==> src/verilog/core_pkg.sv <==
// Core package with RV32I widths, opcode and funct3 encodings, ALU operations
package core_pkg;

	localparam int XLEN    = 32;
	localparam int REG_NUM = 32;

	typedef logic [XLEN-1:0]            word_t;
	typedef logic [$clog2(REG_NUM)-1:0] reg_idx_t;
	typedef logic [6:0]                 opcode_t;

	localparam word_t RESET_PC = '0;

	// Opcodes kept by this core
	localparam opcode_t OPC_LUI    = 7'b0110111;
	localparam opcode_t OPC_OP_IMM = 7'b0010011;
	localparam opcode_t OPC_OP     = 7'b0110011;
	localparam opcode_t OPC_LOAD   = 7'b0000011;
	localparam opcode_t OPC_STORE  = 7'b0100011;

	// funct3 of the ALU groups
	localparam logic [2:0] F3_ADD  = 3'b000;
	localparam logic [2:0] F3_SLL  = 3'b001;
	localparam logic [2:0] F3_SLT  = 3'b010;
	localparam logic [2:0] F3_SLTU = 3'b011;
	localparam logic [2:0] F3_XOR  = 3'b100;
	localparam logic [2:0] F3_SR   = 3'b101;	// SRL/SRA by funct7 bit
	localparam logic [2:0] F3_OR   = 3'b110;
	localparam logic [2:0] F3_AND  = 3'b111;

	// Word access width for LW/SW
	localparam logic [2:0] F3_WORD = 3'b010;

	typedef enum logic [3:0] {
		ALU_ADD,
		ALU_SUB,
		ALU_SLL,
		ALU_SLT,
		ALU_SLTU,
		ALU_XOR,
		ALU_SRL,
		ALU_SRA,
		ALU_OR,
		ALU_AND,
		ALU_PASS	// LUI, second operand straight through
	} alu_op_e;

endpackage

==> src/verilog/core_ifu.sv <==
// Fetch unit with program counter, instruction bus request and instruction buffer
`timescale 1ns/100ps

module core_ifu import core_pkg::*; (
	input  logic  clk,
	input  logic  rst_n,

	output logic  imem_req_valid,
	output word_t imem_addr,
	input  logic  imem_rsp_valid,
	input  word_t imem_rsp_inst,

	output logic  id_valid,
	input  logic  id_ready,
	output word_t id_inst,
	output word_t id_pc
);

	typedef enum logic [1:0] {
		S_REQ,	// launch cycle out of reset
		S_WAIT,	// request on the bus
		S_HOLD	// buffer full, waiting for decode
	} state_e;

	state_e state;
	word_t  pc;
	word_t  inst_buf;

	always_ff @(posedge clk or negedge rst_n) begin
		if (!rst_n) begin
			state <= S_REQ;
			pc    <= RESET_PC;
		end else begin
			case (state)
				S_REQ:  state <= S_WAIT;
				S_WAIT: if (imem_rsp_valid) state <= S_HOLD;
				S_HOLD: begin
					if (id_ready) begin
						state <= S_WAIT;	// next request right away
						pc    <= pc + word_t'(4);
					end
				end
				default: state <= S_REQ;
			endcase
		end
	end

	always_ff @(posedge clk) begin
		if (state == S_WAIT && imem_rsp_valid)
			inst_buf <= imem_rsp_inst;
	end

	assign imem_req_valid = (state == S_WAIT);
	assign imem_addr      = pc;	// held with the request

	assign id_valid = (state == S_HOLD);
	assign id_inst  = inst_buf;
	assign id_pc    = pc;

endmodule

==> src/verilog/core_idu.sv <==
// Decode and issue unit with operand read and hazard stall towards EXU and LSU
`timescale 1ns/100ps

module core_idu import core_pkg::*; (
	input  logic     clk,
	input  logic     rst_n,

	input  logic     id_valid,
	output logic     id_ready,
	input  word_t    id_inst,
	input  word_t    id_pc,

	output reg_idx_t rs1_idx,
	output reg_idx_t rs2_idx,
	input  word_t    rs1_data,
	input  word_t    rs2_data,
	input  logic     ops_ready,
	output logic     issue_set,
	output reg_idx_t issue_rd,

	output logic     ex_valid,
	input  logic     ex_ready,
	output alu_op_e  ex_op,
	output word_t    ex_a,
	output word_t    ex_b,
	output reg_idx_t ex_rd,

	output logic     ls_valid,
	input  logic     ls_ready,
	output logic     ls_wen,
	output word_t    ls_base,
	output word_t    ls_offset,
	output word_t    ls_wdata,
	output reg_idx_t ls_rd
);

	logic       inst_vld;
	word_t      inst_q;
	opcode_t    opcode;
	logic [2:0] f3;
	logic       f7_alt;
	word_t      imm_i;
	word_t      imm_s;
	word_t      imm_u;
	word_t      imm;
	logic       is_alu;
	logic       is_mem;
	logic       use_rs1;
	logic       use_rs2;
	alu_op_e    op;
	logic       ld_last;
	logic       ld_busy;
	logic       ex_fire;
	logic       ls_fire;
	logic       done;

	function automatic alu_op_e alu_from_f3(input logic [2:0] fn, input logic alt,
		input logic reg_form);
		case (fn)
			F3_ADD:  alu_from_f3 = (alt && reg_form) ? ALU_SUB : ALU_ADD;
			F3_SLL:  alu_from_f3 = ALU_SLL;
			F3_SLT:  alu_from_f3 = ALU_SLT;
			F3_SLTU: alu_from_f3 = ALU_SLTU;
			F3_XOR:  alu_from_f3 = ALU_XOR;
			F3_SR:   alu_from_f3 = alt ? ALU_SRA : ALU_SRL;
			F3_OR:   alu_from_f3 = ALU_OR;
			default: alu_from_f3 = ALU_AND;
		endcase
	endfunction

	always_ff @(posedge clk or negedge rst_n) begin
		if (!rst_n) begin
			inst_vld <= 1'b0;
			ld_last  <= 1'b0;
		end else begin
			if (id_valid && id_ready)
				inst_vld <= 1'b1;
			else if (done)
				inst_vld <= 1'b0;
			if (ls_fire)
				ld_last <= ~ls_wen;
		end
	end

	always_ff @(posedge clk) begin
		if (id_valid && id_ready)
			inst_q <= id_inst;
	end

	assign opcode = inst_q[6:0];
	assign f3     = inst_q[14:12];
	assign f7_alt = inst_q[30];
	assign imm_i  = {{20{inst_q[31]}}, inst_q[31:20]};
	assign imm_s  = {{20{inst_q[31]}}, inst_q[31:25], inst_q[11:7]};
	assign imm_u  = {inst_q[31:12], 12'b0};

	always_comb begin
		is_alu  = 1'b0;
		is_mem  = 1'b0;
		use_rs1 = 1'b1;
		use_rs2 = 1'b0;
		op      = ALU_ADD;
		imm     = imm_i;
		case (opcode)
			OPC_LUI: begin
				is_alu  = 1'b1;
				use_rs1 = 1'b0;
				op      = ALU_PASS;
				imm     = imm_u;
			end
			OPC_OP_IMM: begin
				is_alu = 1'b1;
				op     = alu_from_f3(f3, f7_alt, 1'b0);
			end
			OPC_OP: begin
				is_alu  = 1'b1;
				use_rs2 = 1'b1;
				op      = alu_from_f3(f3, f7_alt, 1'b1);
			end
			OPC_LOAD: is_mem = (f3 == F3_WORD);
			OPC_STORE: begin
				is_mem  = (f3 == F3_WORD);
				use_rs2 = 1'b1;
				imm     = imm_s;
			end
			default: use_rs1 = 1'b0;	// Anything else retires as a NOP
		endcase
	end

	// Unused sources read x0, which is never busy
	assign rs1_idx = use_rs1 ? inst_q[19:15] : '0;
	assign rs2_idx = use_rs2 ? inst_q[24:20] : '0;

	// ALU results must not overtake an outstanding load
	assign ld_busy = ld_last & ~ls_ready;

	assign ex_valid = inst_vld & is_alu & ops_ready & ~ld_busy;
	assign ls_valid = inst_vld & is_mem & ops_ready;
	assign ex_fire  = ex_valid & ex_ready;
	assign ls_fire  = ls_valid & ls_ready;
	assign done     = ex_fire | ls_fire | (inst_vld & ~is_alu & ~is_mem);
	assign id_ready = ~inst_vld | done;

	assign issue_set = ex_fire | (ls_fire & (opcode == OPC_LOAD));
	assign issue_rd  = inst_q[11:7];

	assign ex_op = op;
	assign ex_a  = rs1_data;
	assign ex_b  = use_rs2 ? rs2_data : imm;
	assign ex_rd = inst_q[11:7];

	assign ls_wen    = (opcode == OPC_STORE);
	assign ls_base   = rs1_data;
	assign ls_offset = imm;
	assign ls_wdata  = rs2_data;
	assign ls_rd     = inst_q[11:7];

endmodule

==> src/verilog/core_exu.sv <==
// Execution unit with the ALU and a result register towards write-back
`timescale 1ns/100ps

module core_exu import core_pkg::*; (
	input  logic     clk,
	input  logic     rst_n,

	input  logic     ex_valid,
	output logic     ex_ready,
	input  alu_op_e  ex_op,
	input  word_t    ex_a,
	input  word_t    ex_b,
	input  reg_idx_t ex_rd,

	output logic     wb_valid,
	input  logic     wb_ready,
	output reg_idx_t wb_rd,
	output word_t    wb_data
);

	word_t      res;
	logic [4:0] shamt;

	assign shamt = ex_b[4:0];

	always_comb begin
		case (ex_op)
			ALU_ADD:  res = ex_a + ex_b;
			ALU_SUB:  res = ex_a - ex_b;
			ALU_SLL:  res = ex_a << shamt;
			ALU_SLT:  res = word_t'($signed(ex_a) < $signed(ex_b));
			ALU_SLTU: res = word_t'(ex_a < ex_b);
			ALU_XOR:  res = ex_a ^ ex_b;
			ALU_SRL:  res = ex_a >> shamt;
			ALU_SRA:  res = word_t'($signed(ex_a) >>> shamt);
			ALU_OR:   res = ex_a | ex_b;
			ALU_AND:  res = ex_a & ex_b;
			default:  res = ex_b;	// ALU_PASS
		endcase
	end

	// Empty or draining this cycle
	assign ex_ready = ~wb_valid | wb_ready;

	always_ff @(posedge clk or negedge rst_n) begin
		if (!rst_n)
			wb_valid <= 1'b0;
		else if (ex_valid && ex_ready)
			wb_valid <= 1'b1;
		else if (wb_ready)
			wb_valid <= 1'b0;
	end

	always_ff @(posedge clk) begin
		if (ex_valid && ex_ready) begin
			wb_rd   <= ex_rd;
			wb_data <= res;
		end
	end

endmodule

==> src/verilog/core_lsu.sv <==
// Load/store unit for word accesses over the data bus
`timescale 1ns/100ps

module core_lsu import core_pkg::*; (
	input  logic     clk,
	input  logic     rst_n,

	input  logic     ls_valid,
	output logic     ls_ready,
	input  logic     ls_wen,
	input  word_t    ls_base,
	input  word_t    ls_offset,
	input  word_t    ls_wdata,
	input  reg_idx_t ls_rd,

	output logic     dmem_req_valid,
	output logic     dmem_wen,
	output word_t    dmem_addr,
	output word_t    dmem_wdata,
	input  logic     dmem_req_ready,
	input  logic     dmem_rsp_valid,
	input  word_t    dmem_rsp_rdata,
	output logic     dmem_rsp_ready,

	output logic     wb_valid,
	input  logic     wb_ready,
	output reg_idx_t wb_rd,
	output word_t    wb_data
);

	typedef enum logic [1:0] {
		S_IDLE,
		S_REQ,
		S_RSP,
		S_WB
	} state_e;

	state_e   state;
	logic     wen_q;
	word_t    addr_q;
	word_t    wdata_q;
	reg_idx_t rd_q;
	word_t    rdata_q;

	always_ff @(posedge clk or negedge rst_n) begin
		if (!rst_n) begin
			state <= S_IDLE;
		end else begin
			case (state)
				S_IDLE: if (ls_valid) state <= S_REQ;
				S_REQ:  if (dmem_req_ready) state <= wen_q ? S_IDLE : S_RSP;	// Store done here
				S_RSP:  if (dmem_rsp_valid) state <= S_WB;
				S_WB:   if (wb_ready) state <= S_IDLE;
				default: state <= S_IDLE;
			endcase
		end
	end

	always_ff @(posedge clk) begin
		if (ls_valid && ls_ready) begin
			wen_q   <= ls_wen;
			addr_q  <= ls_base + ls_offset;
			wdata_q <= ls_wdata;
			rd_q    <= ls_rd;
		end
		if (state == S_RSP && dmem_rsp_valid)
			rdata_q <= dmem_rsp_rdata;
	end

	assign ls_ready = (state == S_IDLE);

	assign dmem_req_valid = (state == S_REQ);
	assign dmem_wen       = wen_q;
	assign dmem_addr      = addr_q;
	assign dmem_wdata     = wdata_q;
	assign dmem_rsp_ready = (state == S_RSP);

	assign wb_valid = (state == S_WB);
	assign wb_rd    = rd_q;
	assign wb_data  = rdata_q;

endmodule

==> src/verilog/core_gpr.sv <==
// General purpose registers with two read ports and a load-first write arbiter
`timescale 1ns/100ps

module core_gpr import core_pkg::*; (
	input  logic     clk,
	input  logic     rst_n,

	input  reg_idx_t rs1_idx,
	input  reg_idx_t rs2_idx,
	output word_t    rs1_data,
	output word_t    rs2_data,

	input  logic     ex_wb_valid,
	output logic     ex_wb_ready,
	input  reg_idx_t ex_wb_rd,
	input  word_t    ex_wb_data,

	input  logic     ls_wb_valid,
	output logic     ls_wb_ready,
	input  reg_idx_t ls_wb_rd,
	input  word_t    ls_wb_data,

	output logic     clr_valid,
	output reg_idx_t clr_idx
);

	word_t regs [1:REG_NUM-1];
	word_t wr_data;

	// LSU always wins the write port
	assign ls_wb_ready = 1'b1;
	assign ex_wb_ready = ~ls_wb_valid;

	assign clr_valid = ls_wb_valid | ex_wb_valid;
	assign clr_idx   = ls_wb_valid ? ls_wb_rd : ex_wb_rd;
	assign wr_data   = ls_wb_valid ? ls_wb_data : ex_wb_data;

	always_ff @(posedge clk or negedge rst_n) begin
		if (!rst_n) begin
			for (int i = 1; i < REG_NUM; i++)
				regs[i] <= '0;
		end else if (clr_valid && clr_idx != '0) begin
			regs[clr_idx] <= wr_data;
		end
	end

	assign rs1_data = (rs1_idx == '0) ? '0 : regs[rs1_idx];
	assign rs2_data = (rs2_idx == '0) ? '0 : regs[rs2_idx];

endmodule

==> src/verilog/core_scb.sv <==
// Scoreboard of registers waiting for write-back
`timescale 1ns/100ps

module core_scb import core_pkg::*; (
	input  logic     clk,
	input  logic     rst_n,

	input  reg_idx_t rs1_idx,
	input  reg_idx_t rs2_idx,
	output logic     ops_ready,

	input  logic     issue_set,
	input  reg_idx_t issue_rd,

	input  logic     clr_valid,
	input  reg_idx_t clr_idx
);

	logic [REG_NUM-1:0] busy;

	always_ff @(posedge clk or negedge rst_n) begin
		if (!rst_n) begin
			busy <= '0;
		end else begin
			if (clr_valid)
				busy[clr_idx] <= 1'b0;
			// Set after clear so a new owner of the same rd stays busy
			if (issue_set && issue_rd != '0)
				busy[issue_rd] <= 1'b1;
		end
	end

	assign ops_ready = ~busy[rs1_idx] & ~busy[rs2_idx];

endmodule

==> src/verilog/core_top.sv <==
// Core top level connecting fetch, decode, execute, load/store, registers and scoreboard
`timescale 1ns/100ps

module core_top import core_pkg::*; (
	input  logic  clk,
	input  logic  rst_n,

	output logic  imem_req_valid,
	output word_t imem_addr,
	input  logic  imem_rsp_valid,
	input  word_t imem_rsp_inst,

	output logic  dmem_req_valid,
	output logic  dmem_wen,
	output word_t dmem_addr,
	output word_t dmem_wdata,
	input  logic  dmem_req_ready,
	input  logic  dmem_rsp_valid,
	input  word_t dmem_rsp_rdata,
	output logic  dmem_rsp_ready
);

	// Fetch to decode
	logic     id_valid;
	logic     id_ready;
	word_t    id_inst;
	word_t    id_pc;

	// Operand read and hazard check
	reg_idx_t rs1_idx;
	reg_idx_t rs2_idx;
	word_t    rs1_data;
	word_t    rs2_data;
	logic     ops_ready;
	logic     issue_set;
	reg_idx_t issue_rd;
	logic     clr_valid;
	reg_idx_t clr_idx;

	// Issue to EXU
	logic     ex_valid;
	logic     ex_ready;
	alu_op_e  ex_op;
	word_t    ex_a;
	word_t    ex_b;
	reg_idx_t ex_rd;

	// Issue to LSU
	logic     ls_valid;
	logic     ls_ready;
	logic     ls_wen;
	word_t    ls_base;
	word_t    ls_offset;
	word_t    ls_wdata;
	reg_idx_t ls_rd;

	// Write-back
	logic     ex_wb_valid;
	logic     ex_wb_ready;
	reg_idx_t ex_wb_rd;
	word_t    ex_wb_data;
	logic     ls_wb_valid;
	logic     ls_wb_ready;
	reg_idx_t ls_wb_rd;
	word_t    ls_wb_data;

	core_ifu u_core_ifu (
		.clk, .rst_n,
		.imem_req_valid, .imem_addr, .imem_rsp_valid, .imem_rsp_inst,
		.id_valid, .id_ready, .id_inst, .id_pc
	);

	core_idu u_core_idu (
		.clk, .rst_n,
		.id_valid, .id_ready, .id_inst, .id_pc,
		.rs1_idx, .rs2_idx, .rs1_data, .rs2_data,
		.ops_ready, .issue_set, .issue_rd,
		.ex_valid, .ex_ready, .ex_op, .ex_a, .ex_b, .ex_rd,
		.ls_valid, .ls_ready, .ls_wen, .ls_base, .ls_offset, .ls_wdata, .ls_rd
	);

	core_exu u_core_exu (
		.clk, .rst_n,
		.ex_valid, .ex_ready, .ex_op, .ex_a, .ex_b, .ex_rd,
		.wb_valid (ex_wb_valid),
		.wb_ready (ex_wb_ready),
		.wb_rd    (ex_wb_rd),
		.wb_data  (ex_wb_data)
	);

	core_lsu u_core_lsu (
		.clk, .rst_n,
		.ls_valid, .ls_ready, .ls_wen, .ls_base, .ls_offset, .ls_wdata, .ls_rd,
		.dmem_req_valid, .dmem_wen, .dmem_addr, .dmem_wdata, .dmem_req_ready,
		.dmem_rsp_valid, .dmem_rsp_rdata, .dmem_rsp_ready,
		.wb_valid (ls_wb_valid),
		.wb_ready (ls_wb_ready),
		.wb_rd    (ls_wb_rd),
		.wb_data  (ls_wb_data)
	);

	core_gpr u_core_gpr (
		.clk, .rst_n,
		.rs1_idx, .rs2_idx, .rs1_data, .rs2_data,
		.ex_wb_valid, .ex_wb_ready, .ex_wb_rd, .ex_wb_data,
		.ls_wb_valid, .ls_wb_ready, .ls_wb_rd, .ls_wb_data,
		.clr_valid, .clr_idx
	);

	core_scb u_core_scb (
		.clk, .rst_n,
		.rs1_idx, .rs2_idx, .ops_ready,
		.issue_set, .issue_rd,
		.clr_valid, .clr_idx
	);

endmodule

==> config.mk <==
export PLATFORM = sky130hd
export DESIGN_NAME = core_top
export DESIGN_NICKNAME = d
export VERILOG_FILES = /design/src/verilog/core_pkg.sv /design/src/verilog/core_ifu.sv /design/src/verilog/core_idu.sv /design/src/verilog/core_exu.sv /design/src/verilog/core_lsu.sv /design/src/verilog/core_gpr.sv /design/src/verilog/core_scb.sv /design/src/verilog/core_top.sv
export SDC_FILE = /design/constraint.sdc
export NUM_CORES = 2
export LEC_CHECK = 0
export BUFFER_PORTS_ARGS = -buffer_cell sky130_fd_sc_hd__buf_2
export CAP_MARGIN = 0
export CORE_UTILIZATION = 40
export DETAILED_ROUTE_END_ITERATION = 10
export HOLD_SLACK_MARGIN = 0.15
export PLACE_DENSITY = 0.54
export SYNTH_ARGS = -nofsm -noshare
export SYNTH_HDL_FRONTEND = slang
export SYNTH_SLANG_ARGS = --single-unit
==> constraint.sdc <==
create_clock -name clk -period 9.5 [get_ports clk]
set_clock_uncertainty 0.15 [all_clocks]
set_input_delay 0.95 -clock clk [delete_from_list [all_inputs] [get_ports clk]]
set_output_delay 0.95 -clock clk [all_outputs]
set_load 0.01 [all_outputs]
==> run_summary.xml <==
<?xml version="1.0" encoding="UTF-8"?>
<metrics>
  <group name="status">
    <metric name="outcome" unit="">finished with violations</metric>
    <metric name="violations" unit="">max-capacitance violations, max-slew violations</metric>
  </group>
  <group name="placed_design">
    <metric name="portBuffers" unit="">166</metric>
    <metric name="final_hpwl_from_detailed_placement" unit="mm">264</metric>
    <metric name="place_congestion" unit="">1.03</metric>
  </group>
  <group name="power">
    <metric name="ir_worst_vdd" unit="mV">0.163</metric>
    <metric name="p_leak" unit="nW">36.3</metric>
    <metric name="power.density_cell_area" unit="nW/µm²">159</metric>
  </group>
  <group name="global_route">
    <metric name="global_route.usage.total" unit="%">40.9</metric>
    <metric name="antenna_found_initial" unit="">21</metric>
    <metric name="grt_remaining_overflow" unit="">0</metric>
    <metric name="first_global_vias" unit="">69500</metric>
    <metric name="maximum_number_of_pins_on_one_net_before_global_route_repair" unit="">174</metric>
    <metric name="grt_pass1_wl" unit="mm">551</metric>
  </group>
  <group name="timing">
    <metric name="worst_pin_slew" unit="ns">1.49</metric>
    <metric name="finalSetupViolations" unit="">0</metric>
    <metric name="fmaxAchievable" unit="GHz">0.115</metric>
    <metric name="max-slew-margin-rel" unit="%">-0.352</metric>
    <metric name="timing.final.hold_violations" unit="">0</metric>
    <metric name="period_utilisation_layout" unit="%">91.4</metric>
    <metric name="finalSetupTns" unit="ns">0</metric>
    <metric name="drv_slew" unit="">2</metric>
    <metric name="period_minus_slack" unit="ns">8.68</metric>
    <metric name="grt_setup_unrepaired" unit="">false</metric>
  </group>
  <group name="logic_synthesis">
    <metric name="synth-async-reset-ratio" unit="%">83.9</metric>
    <metric name="synth_sequential_area_ratio" unit="%">43.4</metric>
    <metric name="synth.top_cells.by_area" unit="">dfrtp_1 35%, edfxtp_1 8.1%, o21ai_0 6.4%</metric>
    <metric name="post_synth_inst_count" unit="">8641</metric>
    <metric name="synthesis_stage_register_bit_count" unit="">1264</metric>
    <metric name="syn-mean-instance-area" unit="µm²">8.70</metric>
    <metric name="synthesis.yosys.warnings" unit="">0</metric>
    <metric name="synth_edf_count" unit="">203</metric>
    <metric name="syn-cell-area" unit="µm²">75200</metric>
    <metric name="area_share_of_the_largest_cell_type_after_synthesis" unit="%">35.3</metric>
    <metric name="ys_dominant_reg_cell" unit="">dfrtp_1</metric>
    <metric name="synth_area_leader_cell" unit="">dfrtp_1</metric>
    <metric name="post_synth_num_cell_types" unit="">116</metric>
  </group>
  <group name="critical_path">
    <metric name="critical_path_launch_point_type" unit="">flip-flop</metric>
    <metric name="arrival" unit="ns">9.07</metric>
    <metric name="critical_path_required" unit="ns">9.89</metric>
    <metric name="crit-reg2reg-capture" unit="">u_core_exu.wb_data[31]</metric>
    <metric name="worst_setup_path_end_kind" unit="">flip-flop</metric>
    <metric name="criticalPathCategory" unit="">flip-flop to flip-flop</metric>
    <metric name="rr_worst_depth" unit="">24</metric>
    <metric name="timing.reg2reg.setup_slack" unit="ns">0.82</metric>
    <metric name="worstReg2RegStart" unit="">u_core_idu.inst_q[22]</metric>
    <metric name="critPathMaxFanout" unit="">21</metric>
  </group>
  <group name="clock_tree">
    <metric name="clk_pin_slew_worst_paths" unit="ns">0.06</metric>
    <metric name="cts-buffers-inserted" unit="">151</metric>
    <metric name="root_buffer" unit="">clkbuf_16</metric>
    <metric name="ctsHoldBuffers" unit="">65</metric>
    <metric name="cts_tree" unit="">done</metric>
    <metric name="cts_setup_buffers" unit="">0</metric>
    <metric name="clk_latency" unit="ns">0.85</metric>
    <metric name="post_cts_resized" unit="">0</metric>
    <metric name="cts_htree_levels" unit="">4</metric>
    <metric name="tritoncts_num_sinks" unit="">1264</metric>
    <metric name="cts_buffer_depth" unit="">3</metric>
  </group>
  <group name="min_path">
    <metric name="hold_start" unit="">u_core_ifu.id_inst[29]</metric>
    <metric name="min_delay_path_depth" unit="">0</metric>
    <metric name="worst_hold_path.endpoint" unit="">u_core_idu.inst_q[29]</metric>
    <metric name="hp-class" unit="">flip-flop to flip-flop</metric>
  </group>
  <group name="final_layout">
    <metric name="nets" unit="">8785</metric>
    <metric name="register_area" unit="µm²">32600</metric>
    <metric name="postLayoutCoreUtil" unit="%">45.8</metric>
    <metric name="area_growth" unit="%">13.2</metric>
    <metric name="final_layout_size_suffix_gt1_share" unit="%">12.7</metric>
    <metric name="fillCellCount" unit="">17900</metric>
    <metric name="multi_input_comb_area" unit="µm²">39100</metric>
  </group>
  <group name="die">
    <metric name="initial_utilization" unit="%">40.4</metric>
    <metric name="coreArea" unit="µm²">186000</metric>
    <metric name="die_w" unit="µm">436</metric>
    <metric name="full_die_area" unit="µm²">190000</metric>
    <metric name="die_h" unit="µm">436</metric>
    <metric name="row_count" unit="">158</metric>
    <metric name="floorplan.io_pins" unit="">169</metric>
  </group>
  <group name="route">
    <metric name="wirelength" unit="mm">399</metric>
    <metric name="antenna_violating_nets_post_route" unit="">0</metric>
    <metric name="routed_via_density" unit="">6.61</metric>
    <metric name="iteration_count_of_the_initial_detailed_routing_pass" unit="">9</metric>
    <metric name="route.vias.total" unit="">74000</metric>
    <metric name="drc_errors" unit="">0</metric>
    <metric name="wl_per_cell" unit="µm">35.6</metric>
    <metric name="drt_first_iter_violations" unit="">11100</metric>
  </group>
  <group name="flow_run">
    <metric name="max_cap_violations" unit="">3</metric>
  </group>
</metrics>
cell usage in the layout (no fill, tap or decap), types with 25 or more instances in the layout:
cell type / synthesis / routed
o31ai_1: 31 / 31
nor2_1: 735 / 721
a21o_1: 51 / 51
clkbuf_1: 533 / 32
a31oi_1: 97 / 97
mux2i_2: 1 / 28
o211ai_1: 88 / 88
buf_4: 40 / 349
a22o_1: 30 / 30
buf_2: 152 / 165
o21ai_0: 960 / 957
a221oi_1: 96 / 96
nor3_1: 135 / 131
mux2_2: 113 / 113
ha_1: 131 / 131
a221o_1: 93 / 93
a21oi_1: 759 / 758
nor4_1: 48 / 46
xnor2_1: 46 / 46
dlygate4sd3_1: 0 / 65
inv_1: 172 / 169
a211o_1: 30 / 30
nand4_1: 29 / 29
and3_1: 76 / 76
clkbuf_8: 0 / 26
o2111ai_1: 26 / 25
edfxtp_1: 203 / 203
a211oi_1: 166 / 165
a22oi_1: 38 / 38
dfrtp_1: 1061 / 1061
nand3_1: 286 / 280
clkbuf_16: 0 / 162
nand2b_1: 37 / 34
nand2_1: 1240 / 1216
mux2i_1: 442 / 410
o22ai_1: 83 / 83
xor2_1: 25 / 25
nor2b_1: 57 / 54
o221ai_1: 50 / 50
metrics by stage:
step                power [mW]  hold slack, ns  worst slack [ns]  cells  area [µm²]
global route              13.9           0.245             0.782  11200       85100
floorplan                 6.74           0.250              2.36   8642       75200
global placement          7.47           0.251              1.08  10800       79300
CTS                       13.6           0.231              1.24  11200       85100
finish                    13.6           0.269             0.815  11200       85200
detailed placement        7.48           0.256              1.25  10800       79300
cell families after synthesis:
logic type | after synthesis | share of synthesized area (%)
AOI/OAI and AO/OA | 2827 | 23.4
xor gates and xnor gates | 71 | 0.827
adders and majority gates | 134 | 2.26
buffers and inverters | 987 | 5.58
DFF | 1264 | 43.4
muxes | 580 | 8.31
other | 1 | 0.00499
and+or+nand+nor | 2777 | 16.2
state kept, by name, summed over array words and instances (netlist names), 5 cells and up, named ones only:
name,cells
u_core_scb.busy,32
u_core_lsu.wb_data,32
u_core_ifu.id_pc,30
u_core_lsu.wb_rd,5
u_core_exu.wb_rd,5
u_core_lsu.dmem_addr,32
u_core_gpr.regs,992
u_core_lsu.dmem_wdata,32
u_core_idu.inst_q,32
u_core_exu.wb_data,32
u_core_ifu.id_inst,32
where the power goes:
group | switching, mW | leakage (nW) | internal [mW]
Clock | 2.53 | 2.53 | 3.59
Sequential | 0.205 | 16.6 | 5.71
Combinational | 1.09 | 17.1 | 0.449
final cells by class:
class,instances,share of cell area (%)
sequential,1264,38.3
antenna,14,0.0411
inverter,178,0.793
clock inverter,53,0.702
multi-input combinational,6391,46.0
clock buffer,220,5.32
tap,2480,3.64
timing repair buffer,596,5.20
cells in the mapped netlist, types with 96 or more instances:
| library cell | instances |
|---|---|
| a31oi_1 | 97 |
| clkbuf_1 | 533 |
| buf_2 | 152 |
| inv_1 | 172 |
| nand3_1 | 286 |
| o21ai_0 | 960 |
| mux2i_1 | 442 |
| dfrtp_1 | 1061 |
| a211oi_1 | 166 |
| nor2_1 | 735 |
| ha_1 | 131 |
| edfxtp_1 | 203 |
| nor3_1 | 135 |
| a221oi_1 | 96 |
| a21oi_1 | 759 |
| nand2_1 | 1240 |
| mux2_2 | 113 |
critical path, cell delays in order, from the launching register on:
cell and delay [ns]:
edfxtp_1 0.90, buf_4 0.40, nand3b_1 0.45, nor2_4 0.24, buf_4 0.38, buf_4 0.52
nor2_1 0.08, buf_4 0.24, a22oi_1 0.21, o211ai_1 0.13, o21ai_0 0.19, o21ai_0 0.12
o22ai_1 0.68, a21oi_1 0.21, inv_1 0.17, ha_1 0.41, a21o_1 0.26, a211oi_1 0.22
o32ai_1 0.12, a21oi_1 0.16, o21ai_0 0.25, a211oi_1 0.36, o311ai_0 0.22, a2111oi_0 1.01
a32oi_1 0.22
worst max path at each step:
stage,from,end,slack [ns],cells after the start
final,u_core_idu.inst_q[22],u_core_exu.wb_data[31],0.82,24
after global routing,u_core_idu.inst_q[2],u_core_exu.wb_data[31],0.78,25
after CTS,u_core_idu.inst_q[2],u_core_exu.wb_data[31],1.24,24
after detailed placement,u_core_idu.inst_q[2],u_core_exu.wb_data[31],1.25,24
after global placement,u_core_idu.inst_q[22],u_core_exu.wb_data[31],1.08,25
after floorplan,u_core_idu.inst_q[2],u_core_scb.busy[10],2.36,12
routing by layer:
metal / wire (µm) / global-route usage, %
met1: 154000 / 52.8
met2: 166000 / 58.8
met3: 47600 / 12.5
met4: 31000 / 27.1
met5: 176 / 0
Note: power is estimated with default switching activity, not from simulation.
